[config.mk]
export PLATFORM = sky130hd
export DESIGN_NAME = vmem_unit
export DESIGN_NICKNAME = d
export VERILOG_FILES = /design/src/hw/vmem_pkg.sv /design/src/hw/vmem_store_align.sv /design/src/hw/vmem_addr_gen.sv /design/src/hw/vmem_lane_issue.sv /design/src/hw/vmem_load_align.sv /design/src/hw/vmem_unit.sv
export SDC_FILE = /design/constraint.sdc
export NUM_CORES = 2
export LEC_CHECK = 0
export BUFFER_PORTS_ARGS = -buffer_cell sky130_fd_sc_hd__buf_2
export CAP_MARGIN = 20
export CORE_MARGIN = 4
export CORE_UTILIZATION = 47
export CTS_CLUSTER_DIAMETER = 100
export DETAILED_ROUTE_END_ITERATION = 12
export GPL_ROUTABILITY_DRIVEN = 1
export PLACE_DENSITY = 0.7
export REMOVE_ABC_BUFFERS = 1
export SLEW_MARGIN = 20
export SYNTH_ARGS = -nofsm -noshare
export SYNTH_HDL_FRONTEND = slang
export SYNTH_SLANG_ARGS = --single-unit
[constraint.sdc]
create_clock -name clk -period 6.8 [get_ports clk]
set_input_delay 0 -clock clk [delete_from_list [all_inputs] [get_ports clk]]
set_output_delay 0 -clock clk [all_outputs]
set_load 0.02 [all_outputs]
[src/hw/vmem_pkg.sv]
/*
 * Vector memory unit shared definitions
 * Lane geometry, op word layout, pattern and size codes, bus word views
 */
package vmem_pkg;

  // Lane geometry
  localparam int NUM_LANES = 4;
  localparam int LANE_W = 2;
  localparam int WORD_W = 32;
  localparam int SEL_W = 4;

  // Op word is pattern, size, signed, we from the top down
  localparam int OP_W = 6;
  localparam int OP_PAT_HI = 5;
  localparam int OP_PAT_LO = 4;
  localparam int OP_SIZE_HI = 3;
  localparam int OP_SIZE_LO = 2;
  localparam int OP_SIGNED = 1;
  localparam int OP_WE = 0;

  // Access pattern codes
  localparam logic [1:0] PAT_UNIT = 2'd0;
  localparam logic [1:0] PAT_STRIDE = 2'd1;
  localparam logic [1:0] PAT_INDEX = 2'd2;

  // Element size codes
  localparam logic [1:0] SIZE_BYTE = 2'd0;
  localparam logic [1:0] SIZE_HALF = 2'd1;
  localparam logic [1:0] SIZE_WORD = 2'd2;

  // One bus word, seen as bytes or as halfwords
  // Index 0 is the least significant byte lane
  typedef union packed {
    logic [SEL_W-1:0][7:0] b;
    logic [1:0][15:0] h;
  } mem_word_t;

endpackage

[src/hw/vmem_store_align.sv]
/*
 * Store data aligner
 * Replicates the element over the bus word and sets the byte selects
 */
`timescale 1ns/1ps

module vmem_store_align (
  input  logic [vmem_pkg::WORD_W-1:0] wdata,
  input  logic [1:0] addr_lo,
  input  logic [1:0] size,
  output logic [vmem_pkg::SEL_W-1:0] sel,
  output logic [vmem_pkg::WORD_W-1:0] dat
);
  import vmem_pkg::*;

  mem_word_t word;

  always_comb
  begin
    word = '0;
    sel = '0;
    case (size)
      SIZE_BYTE:
      begin
        // Byte lives on every lane, select picks one
        word.b = {SEL_W{wdata[7:0]}};
        sel = SEL_W'(1) << addr_lo;
      end
      SIZE_HALF:
      begin
        word.h = {2{wdata[15:0]}};
        sel = SEL_W'(3) << {addr_lo[1], 1'b0};
      end
      SIZE_WORD:
      begin
        word = wdata;
        sel = '1;
      end
      // Reserved size code writes nothing
      default: sel = '0;
    endcase
  end

  assign dat = word;

endmodule

[src/hw/vmem_addr_gen.sv]
/*
 * Vector memory address generation stage
 * Captures one instruction and registers a per-lane address for it
 */
`timescale 1ns/1ps

module vmem_addr_gen (
  input  logic clk,
  input  logic resetn,
  input  logic req_valid,
  input  logic [vmem_pkg::OP_W-1:0] op,
  input  logic [vmem_pkg::WORD_W-1:0] base,
  input  logic [vmem_pkg::WORD_W-1:0] stride,
  input  logic [vmem_pkg::NUM_LANES-1:0][vmem_pkg::WORD_W-1:0] vindex,
  input  logic [vmem_pkg::NUM_LANES-1:0] vmask,
  input  logic [vmem_pkg::NUM_LANES-1:0][vmem_pkg::WORD_W-1:0] vwritedata,
  input  logic gen_take,
  output logic req_ready,
  output logic gen_valid,
  output logic [vmem_pkg::OP_W-1:0] gen_op,
  output logic [vmem_pkg::NUM_LANES-1:0][vmem_pkg::WORD_W-1:0] gen_addr,
  output logic [vmem_pkg::NUM_LANES-1:0] gen_mask,
  output logic [vmem_pkg::NUM_LANES-1:0][vmem_pkg::WORD_W-1:0] gen_wdata
);
  import vmem_pkg::*;

  logic [1:0] pat;
  logic [1:0] size;
  logic [WORD_W-1:0] step;
  logic [NUM_LANES-1:0][WORD_W-1:0] addr_next;
  logic accept;

  assign pat = op[OP_PAT_HI:OP_PAT_LO];
  assign size = op[OP_SIZE_HI:OP_SIZE_LO];

  // Element step in bytes, unit stride steps one element
  assign step = ((pat == PAT_STRIDE) ? stride : WORD_W'(1)) << size;

  always_comb
  begin
    for (int i = 0; i < NUM_LANES; i++)
    begin
      case (pat)
        PAT_UNIT, PAT_STRIDE: addr_next[i] = base + step * WORD_W'(i);
        // Index is a byte offset per lane
        PAT_INDEX: addr_next[i] = base + vindex[i];
        default: addr_next[i] = base;
      endcase
    end
  end

  // Slot frees up in the same cycle stage 2 copies it
  assign req_ready = !gen_valid || gen_take;
  assign accept = req_valid && req_ready;

  always_ff @(posedge clk)
  begin
    if (!resetn)
      gen_valid <= 1'b0;
    else if (accept)
      gen_valid <= 1'b1;
    else if (gen_take)
      gen_valid <= 1'b0;
  end

  // Payload held until taken
  always_ff @(posedge clk)
  begin
    if (accept)
    begin
      gen_op <= op;
      gen_addr <= addr_next;
      gen_mask <= vmask;
      gen_wdata <= vwritedata;
    end
  end

endmodule

[src/hw/vmem_lane_issue.sv]
/*
 * Vector memory lane issue stage
 * Walks the enabled lanes and runs one Wishbone classic access per lane
 */
`timescale 1ns/1ps

module vmem_lane_issue (
  input  logic clk,
  input  logic resetn,
  input  logic gen_valid,
  input  logic [vmem_pkg::OP_W-1:0] gen_op,
  input  logic [vmem_pkg::NUM_LANES-1:0][vmem_pkg::WORD_W-1:0] gen_addr,
  input  logic [vmem_pkg::NUM_LANES-1:0] gen_mask,
  input  logic [vmem_pkg::NUM_LANES-1:0][vmem_pkg::WORD_W-1:0] gen_wdata,
  input  logic [vmem_pkg::WORD_W-1:0] wb_dat_i,
  input  logic wb_ack,
  output logic gen_take,
  output logic wb_cyc,
  output logic wb_stb,
  output logic wb_we,
  output logic [vmem_pkg::WORD_W-1:0] wb_adr,
  output logic [vmem_pkg::SEL_W-1:0] wb_sel,
  output logic [vmem_pkg::WORD_W-1:0] wb_dat_o,
  output logic lane_valid,
  output logic [vmem_pkg::LANE_W-1:0] lane_idx,
  output logic [1:0] lane_addr_lo,
  output logic [vmem_pkg::WORD_W-1:0] lane_rdata,
  output logic [1:0] lane_size,
  output logic lane_signed,
  output logic instr_end,
  output logic end_we,
  output logic [vmem_pkg::NUM_LANES-1:0] end_mask
);
  import vmem_pkg::*;

  logic busy_q;
  logic stb_q;
  logic [OP_W-1:0] op_q;
  logic [NUM_LANES-1:0][WORD_W-1:0] addr_q;
  logic [NUM_LANES-1:0][WORD_W-1:0] wdata_q;
  logic [NUM_LANES-1:0] mask_q;
  logic [NUM_LANES-1:0] pend_q;
  logic [NUM_LANES-1:0] pend_clr;
  logic [LANE_W-1:0] lane_q;
  logic [WORD_W-1:0] cur_addr;
  logic bus_ack;

  // Lowest enabled lane goes first
  function automatic logic [LANE_W-1:0] first_lane(input logic [NUM_LANES-1:0] m);
    logic [LANE_W-1:0] r;
    r = '0;
    for (int k = NUM_LANES - 1; k >= 0; k--)
    begin
      if (m[k])
        r = LANE_W'(k);
    end
    return r;
  endfunction

  assign gen_take = gen_valid && !busy_q;
  assign bus_ack = stb_q && wb_ack;
  // Pending lanes once the current one is acked
  assign pend_clr = pend_q & ~(NUM_LANES'(1) << lane_q);
  assign cur_addr = addr_q[lane_q];

  // busy without stb is the one-cycle lane pick after a take
  always_ff @(posedge clk)
  begin
    if (!resetn)
    begin
      busy_q <= 1'b0;
      stb_q <= 1'b0;
      pend_q <= '0;
      lane_q <= '0;
    end
    else if (gen_take)
    begin
      busy_q <= 1'b1;
      pend_q <= gen_mask;
    end
    else if (busy_q && !stb_q)
    begin
      if (pend_q == '0)
        busy_q <= 1'b0;
      else
      begin
        stb_q <= 1'b1;
        lane_q <= first_lane(pend_q);
      end
    end
    else if (bus_ack)
    begin
      pend_q <= pend_clr;
      lane_q <= first_lane(pend_clr);
      // stb stays up straight into the next lane's access
      if (pend_clr == '0)
      begin
        busy_q <= 1'b0;
        stb_q <= 1'b0;
      end
    end
  end

  always_ff @(posedge clk)
  begin
    if (gen_take)
    begin
      op_q <= gen_op;
      addr_q <= gen_addr;
      wdata_q <= gen_wdata;
      mask_q <= gen_mask;
    end
  end

  vmem_store_align u_store_align (
    .wdata   (wdata_q[lane_q]),
    .addr_lo (cur_addr[1:0]),
    .size    (op_q[OP_SIZE_HI:OP_SIZE_LO]),
    .sel     (wb_sel),
    .dat     (wb_dat_o)
  );

  assign wb_cyc = stb_q;
  assign wb_stb = stb_q;
  assign wb_we = op_q[OP_WE];
  assign wb_adr = {cur_addr[WORD_W-1:2], 2'b00};

  // Load beats to stage 3, one per ack
  assign lane_valid = bus_ack && !op_q[OP_WE];
  assign lane_idx = lane_q;
  assign lane_addr_lo = cur_addr[1:0];
  assign lane_rdata = wb_dat_i;
  assign lane_size = op_q[OP_SIZE_HI:OP_SIZE_LO];
  assign lane_signed = op_q[OP_SIGNED];

  // Last ack, or empty mask right after the take
  assign instr_end = busy_q && ((!stb_q && pend_q == '0) || (bus_ack && pend_clr == '0));
  assign end_we = op_q[OP_WE];
  assign end_mask = mask_q;

endmodule

[src/hw/vmem_load_align.sv]
/*
 * Vector memory load result stage
 * Extracts and extends each returned element, presents the vector on done
 */
`timescale 1ns/1ps

module vmem_load_align (
  input  logic clk,
  input  logic resetn,
  input  logic lane_valid,
  input  logic [vmem_pkg::LANE_W-1:0] lane_idx,
  input  logic [1:0] lane_addr_lo,
  input  logic [vmem_pkg::WORD_W-1:0] lane_rdata,
  input  logic [1:0] op_size,
  input  logic op_signed,
  input  logic instr_end,
  input  logic end_we,
  input  logic [vmem_pkg::NUM_LANES-1:0] end_mask,
  output logic done,
  output logic [vmem_pkg::NUM_LANES-1:0][vmem_pkg::WORD_W-1:0] voutput,
  output logic [vmem_pkg::NUM_LANES-1:0] voutput_we
);
  import vmem_pkg::*;

  mem_word_t rword;
  logic [7:0] elem_b;
  logic [15:0] elem_h;
  logic [WORD_W-1:0] elem;
  logic [NUM_LANES-1:0][WORD_W-1:0] res_q;
  logic [NUM_LANES-1:0][WORD_W-1:0] vec_next;

  assign rword = lane_rdata;
  assign elem_b = rword.b[lane_addr_lo];
  assign elem_h = rword.h[lane_addr_lo[1]];

  always_comb
  begin
    case (op_size)
      SIZE_BYTE: elem = {{(WORD_W-8){op_signed & elem_b[7]}}, elem_b};
      SIZE_HALF: elem = {{(WORD_W-16){op_signed & elem_h[15]}}, elem_h};
      default: elem = rword;
    endcase
  end

  // Last beat arrives together with instr_end, bypass it in
  always_comb
  begin
    for (int i = 0; i < NUM_LANES; i++)
    begin
      if (lane_valid && lane_idx == LANE_W'(i))
        vec_next[i] = elem;
      else
        vec_next[i] = res_q[i];
    end
  end

  // Lane results, emptied at the end of each instruction
  always_ff @(posedge clk)
  begin
    if (!resetn || instr_end)
      res_q <= '0;
    else if (lane_valid)
      res_q[lane_idx] <= elem;
  end

  always_ff @(posedge clk)
  begin
    if (!resetn)
    begin
      done <= 1'b0;
      voutput_we <= '0;
    end
    else
    begin
      done <= instr_end;
      voutput_we <= (instr_end && !end_we) ? end_mask : '0;
    end
  end

  // Masked lanes and stores read as zero
  always_ff @(posedge clk)
  begin
    for (int i = 0; i < NUM_LANES; i++)
      voutput[i] <= (instr_end && !end_we && end_mask[i]) ? vec_next[i] : '0;
  end

endmodule

[src/hw/vmem_unit.sv]
/*
 * Vector memory unit top level
 * Address generation, lane issue and load assembly as a three-stage pipe
 */
`timescale 1ns/1ps

module vmem_unit (
  input  logic clk,
  input  logic resetn,
  // Instruction port
  input  logic req_valid,
  output logic req_ready,
  input  logic [vmem_pkg::OP_W-1:0] op,
  input  logic [vmem_pkg::WORD_W-1:0] base,
  input  logic [vmem_pkg::WORD_W-1:0] stride,
  input  logic [vmem_pkg::NUM_LANES-1:0][vmem_pkg::WORD_W-1:0] vindex,
  input  logic [vmem_pkg::NUM_LANES-1:0] vmask,
  input  logic [vmem_pkg::NUM_LANES-1:0][vmem_pkg::WORD_W-1:0] vwritedata,
  // Result port
  output logic done,
  output logic [vmem_pkg::NUM_LANES-1:0][vmem_pkg::WORD_W-1:0] voutput,
  output logic [vmem_pkg::NUM_LANES-1:0] voutput_we,
  // Wishbone classic master
  output logic wb_cyc,
  output logic wb_stb,
  output logic wb_we,
  output logic [vmem_pkg::WORD_W-1:0] wb_adr,
  output logic [vmem_pkg::SEL_W-1:0] wb_sel,
  output logic [vmem_pkg::WORD_W-1:0] wb_dat_o,
  input  logic [vmem_pkg::WORD_W-1:0] wb_dat_i,
  input  logic wb_ack
);
  import vmem_pkg::*;

  // Stage 1 to stage 2
  logic gen_valid;
  logic gen_take;
  logic [OP_W-1:0] gen_op;
  logic [NUM_LANES-1:0][WORD_W-1:0] gen_addr;
  logic [NUM_LANES-1:0] gen_mask;
  logic [NUM_LANES-1:0][WORD_W-1:0] gen_wdata;

  // Stage 2 to stage 3
  logic lane_valid;
  logic [LANE_W-1:0] lane_idx;
  logic [1:0] lane_addr_lo;
  logic [WORD_W-1:0] lane_rdata;
  logic [1:0] lane_size;
  logic lane_signed;
  logic instr_end;
  logic end_we;
  logic [NUM_LANES-1:0] end_mask;

  vmem_addr_gen u_addr_gen (
    .clk        (clk),
    .resetn     (resetn),
    .req_valid  (req_valid),
    .op         (op),
    .base       (base),
    .stride     (stride),
    .vindex     (vindex),
    .vmask      (vmask),
    .vwritedata (vwritedata),
    .gen_take   (gen_take),
    .req_ready  (req_ready),
    .gen_valid  (gen_valid),
    .gen_op     (gen_op),
    .gen_addr   (gen_addr),
    .gen_mask   (gen_mask),
    .gen_wdata  (gen_wdata)
  );

  vmem_lane_issue u_lane_issue (
    .clk          (clk),
    .resetn       (resetn),
    .gen_valid    (gen_valid),
    .gen_op       (gen_op),
    .gen_addr     (gen_addr),
    .gen_mask     (gen_mask),
    .gen_wdata    (gen_wdata),
    .wb_dat_i     (wb_dat_i),
    .wb_ack       (wb_ack),
    .gen_take     (gen_take),
    .wb_cyc       (wb_cyc),
    .wb_stb       (wb_stb),
    .wb_we        (wb_we),
    .wb_adr       (wb_adr),
    .wb_sel       (wb_sel),
    .wb_dat_o     (wb_dat_o),
    .lane_valid   (lane_valid),
    .lane_idx     (lane_idx),
    .lane_addr_lo (lane_addr_lo),
    .lane_rdata   (lane_rdata),
    .lane_size    (lane_size),
    .lane_signed  (lane_signed),
    .instr_end    (instr_end),
    .end_we       (end_we),
    .end_mask     (end_mask)
  );

  vmem_load_align u_load_align (
    .clk          (clk),
    .resetn       (resetn),
    .lane_valid   (lane_valid),
    .lane_idx     (lane_idx),
    .lane_addr_lo (lane_addr_lo),
    .lane_rdata   (lane_rdata),
    .op_size      (lane_size),
    .op_signed    (lane_signed),
    .instr_end    (instr_end),
    .end_we       (end_we),
    .end_mask     (end_mask),
    .done         (done),
    .voutput      (voutput),
    .voutput_we   (voutput_we)
  );

endmodule

==> impl_results.md <==
- Placeable Area: ~84000 sq um
- Die width: ~300 um
- CTS tree: done
- Fin crit period: between 5 and 6 ns
- Unique masters post-synth: 86
- Routed vias/inst: between 5 and 6
- Vias in the first global route: between 30000 and 40000
- Register area share after synthesis: 0.537
- CTS resizes: 0
- Async S/R FF share, synth: 0
- Worst-path maximum fanout: 39
- Final setup violation count: 0
- Die Area: just under 90000 sq um
- Drt initial violations: 2637
- Leading cell types by total area after synthesis: edfxtp_1 (40%), dfxtp_1 (14%), ha_1 (6.3%), mux4_2 (4.1%), a21oi_1 (3.9%)
- Final cell count without fillers: about 5500
- Clock root buffer: clkbuf_16
- Clock Skew: approximately 0.039 ns
- DRC viols: 0
- Total gr overflow: 0
- Number of hold violations in the final report: 0
- Tcrit/Tclk final: 0.773
- Setup TNS: 0 ns
- Share of layout cells above drive strength 1: 0.192
- Layout area overhead: 22.1%
- Final Wtd Congestion: between 0.9 and 1
- Final hold slack: roughly 0.044 ns
- Mapped Cells: approximately 3600
- Cts hold-fix bufs: around 220
- WS Path Type: input port to flop
- First-pass DRT Iterations: 6
- Area leader, netlist: edfxtp_1
- Wire per inst: between 20 and 25 um
- Initial antenna violation count: 10
- Max_cap viols: 0
- Row Count: roughly 110
- RSZ-0062 raised after global routing: no
- CP endpoint kind: flop
- Final worst slack: between 1.5 and 2 ns
- Max H-tree Level: 3
- Leak Pwr: 19.8 nW
- PD cells: approximately 250 nW/um^2
- Inst Count DP: 5136
- Final Util: 0.578
- CP Data Arrival Time: approximately 5.8 ns
- Peak VDD IR: between 0.15 and 0.2 mV
- Largest net degree at the start of global routing: between 150 and 200
- Gr usage total: 0.261
- Starting Density: 0.473
- Rel. slew slack: 0.331
- Number of setup buffers added after CTS: 0
- Status: finished clean
- I/O Pins: around 570
- Max Freq: approximately 190 MHz
- DRT antenna net count: 0
- Synth top cells by count: edfxtp_1 (528), nor2_1 (401), nand2_1 (354), a21oi_1 (308), dfxtp_1 (270)
- Slew @ Worst Pin: between 1 and 1.5 ns
- Pre-CTS setup slack: ~1.4 ns
- Hpwl dp: 85700 um
- Clk Latency, worst-skew pair: around 0.64 ns
- Critical Path RT: roughly 7.3 ns
- Yosys warns: 0
- Fin. max-slew vios: 0
- Most frequent cell after synthesis: edfxtp_1
- Ys flop type: edfxtp_1
- Clock-pin transition on the worst setup and hold timing paths: roughly 0.06 ns
- Nets: roughly 5000
- Clock sinks: around 800
- Max Root-Sink Buffers: 3
- Setup crit start kind: input port
- IO buf count: roughly 570
- Num CTS Buffers: 80
- Yosys top cell area share: 0.401
- Die Height: a little under 300 um
- Number of synthesized flops with an enable pin: 528
- Worst Hold Class: input port to flop
- WL final: approximately 120000 um
- DR vias: ~31000
- Area of the mapped netlist: about 40000 sq um
- Yosys reg bits: between 700 and 800
- Avg Inst Size Synth: approximately 11 sq um
- First-pass GRT wire length: 181000 um
## metal layers
layer | up-vias | track usage | wire length, um
met1 | 15100 | 0.339 | 48400
met4 | 0 | 0.0962 | 4210
met3 | 243 | 0.0329 | 8180
met2 | 1342 | 0.449 | 58400
li1 | 14700 | - | -
met5 | - | 0 | 0
## flip-flops by register name (all words and copies together), names as in the netlist
register                 flops
u_addr_gen.gen_addr        128
u_addr_gen.gen_wdata       128
u_lane_issue.addr_q        128
u_lane_issue.wdata_q       128
u_load_align.res_q         128
u_load_align.voutput       128
u_addr_gen.gen_mask          4
u_addr_gen.gen_op            4
u_lane_issue.end_mask        4
u_lane_issue.op_q            4
u_lane_issue.pend_q          4
u_load_align.voutput_we      4
u_lane_issue.lane_idx        2
u_addr_gen.gen_valid         1
u_lane_issue.busy_q          1
u_lane_issue.wb_cyc          1
u_load_align.done            1
## cells in the final DEF, fill, tap and decap left out, drive strengths merged, types with 30 or more instances in the layout
cell,synthesis,final
a211oi,95,95
a21o,108,108
a21oi,310,310
buf,35,605
clkbuf,126,102
dfxtp,270,270
dlygate4sd3,0,216
edfxtp,528,528
ha,199,199
inv,122,128
mux2i,30,30
mux4,72,72
nand2,354,354
nand3,46,46
nor2,401,401
nor3,34,34
o21ai,258,258
o21bai,38,38
xnor2,85,85
xor2,81,81
## area by class of cell
type	instances	area, sq um
sequential	798	21300
inverter	122	465
tap	1080	1350
multi-input combinational	2531	17300
antenna	9	22.5
clock buffer	102	2160
timing repair buffer	821	5310
clock inverter	43	470
fill	6946	35300
## critical path, stage by stage
cell	delay [ns]
dlygate4sd3_1	0.52
buf_2	0.10
buf_4	0.35
inv_1	0.45
nor2_1	0.20
a31oi_1	0.05
o22ai_1	0.39
xor2_1	0.12
ha_1	0.32
ha_1	0.33
nor2b_1	0.15
o21ai_0	0.26
a21oi_1	0.17
o21ai_0	0.56
a2111o_1	0.30
a21oi_1	0.17
o41ai_1	0.59
nor2b_1	0.11
a2111oi_0	0.42
a21o_1	0.13
## power breakdown
| part | switching, mW | total [mW] | internal [mW] |
|---|---|---|---|
| registers | 0.0864 | 5.58 | 5.49 |
| clock network | 1.88 | 4.39 | 2.50 |
| logic | 1.30 | 2.17 | 0.871 |
| total | 3.27 | 12.1 | 8.87 |
## cell families (layout without fill, tap and decap cells)
kind of cell,after synthesis,in the layout,share of synthesized area
muxes,121,121,0.0540
AOI/OAI and AO/OA,1006,1006,0.159
and+or+nand+nor,1018,1018,0.113
xor gates and xnor gates,166,166,0.0368
other,1,11,0.0000948
adders and majority gates,218,218,0.0726
buffers and inverters,283,1088,0.0276
DFF,798,798,0.537
## path summary, 6_finish.rpt
kind	from	endpoint	slack (ns)	depth (start not counted)
worst max-delay path	op[3]	u_addr_gen.gen_addr[125]$_DFFE_PP_	1.54	20
worst min-delay path	wb_dat_i[15]	u_load_align.res_q[111]$_SDFFE_PP0P_	0.04	5
worst max register to register	u_lane_issue.lane_idx[1]$_SDFFE_PN0P_	u_load_align.res_q[75]$_SDFFE_PP0P_	2.56	10
worst min register to register	u_addr_gen.gen_addr[72]$_DFFE_PP_	u_lane_issue.addr_q[72]$_DFFE_PP_	0.39	0
## per-stage QoR
stage	cell area, sq um	power, mW
after floorplan	38900	7.03
after global placement	43500	7.67
after detailed placement	43500	7.70
after CTS	48300	12.2
after global routing	48300	12.7
final	48300	12.1
(Power assumes the default switching activity.)
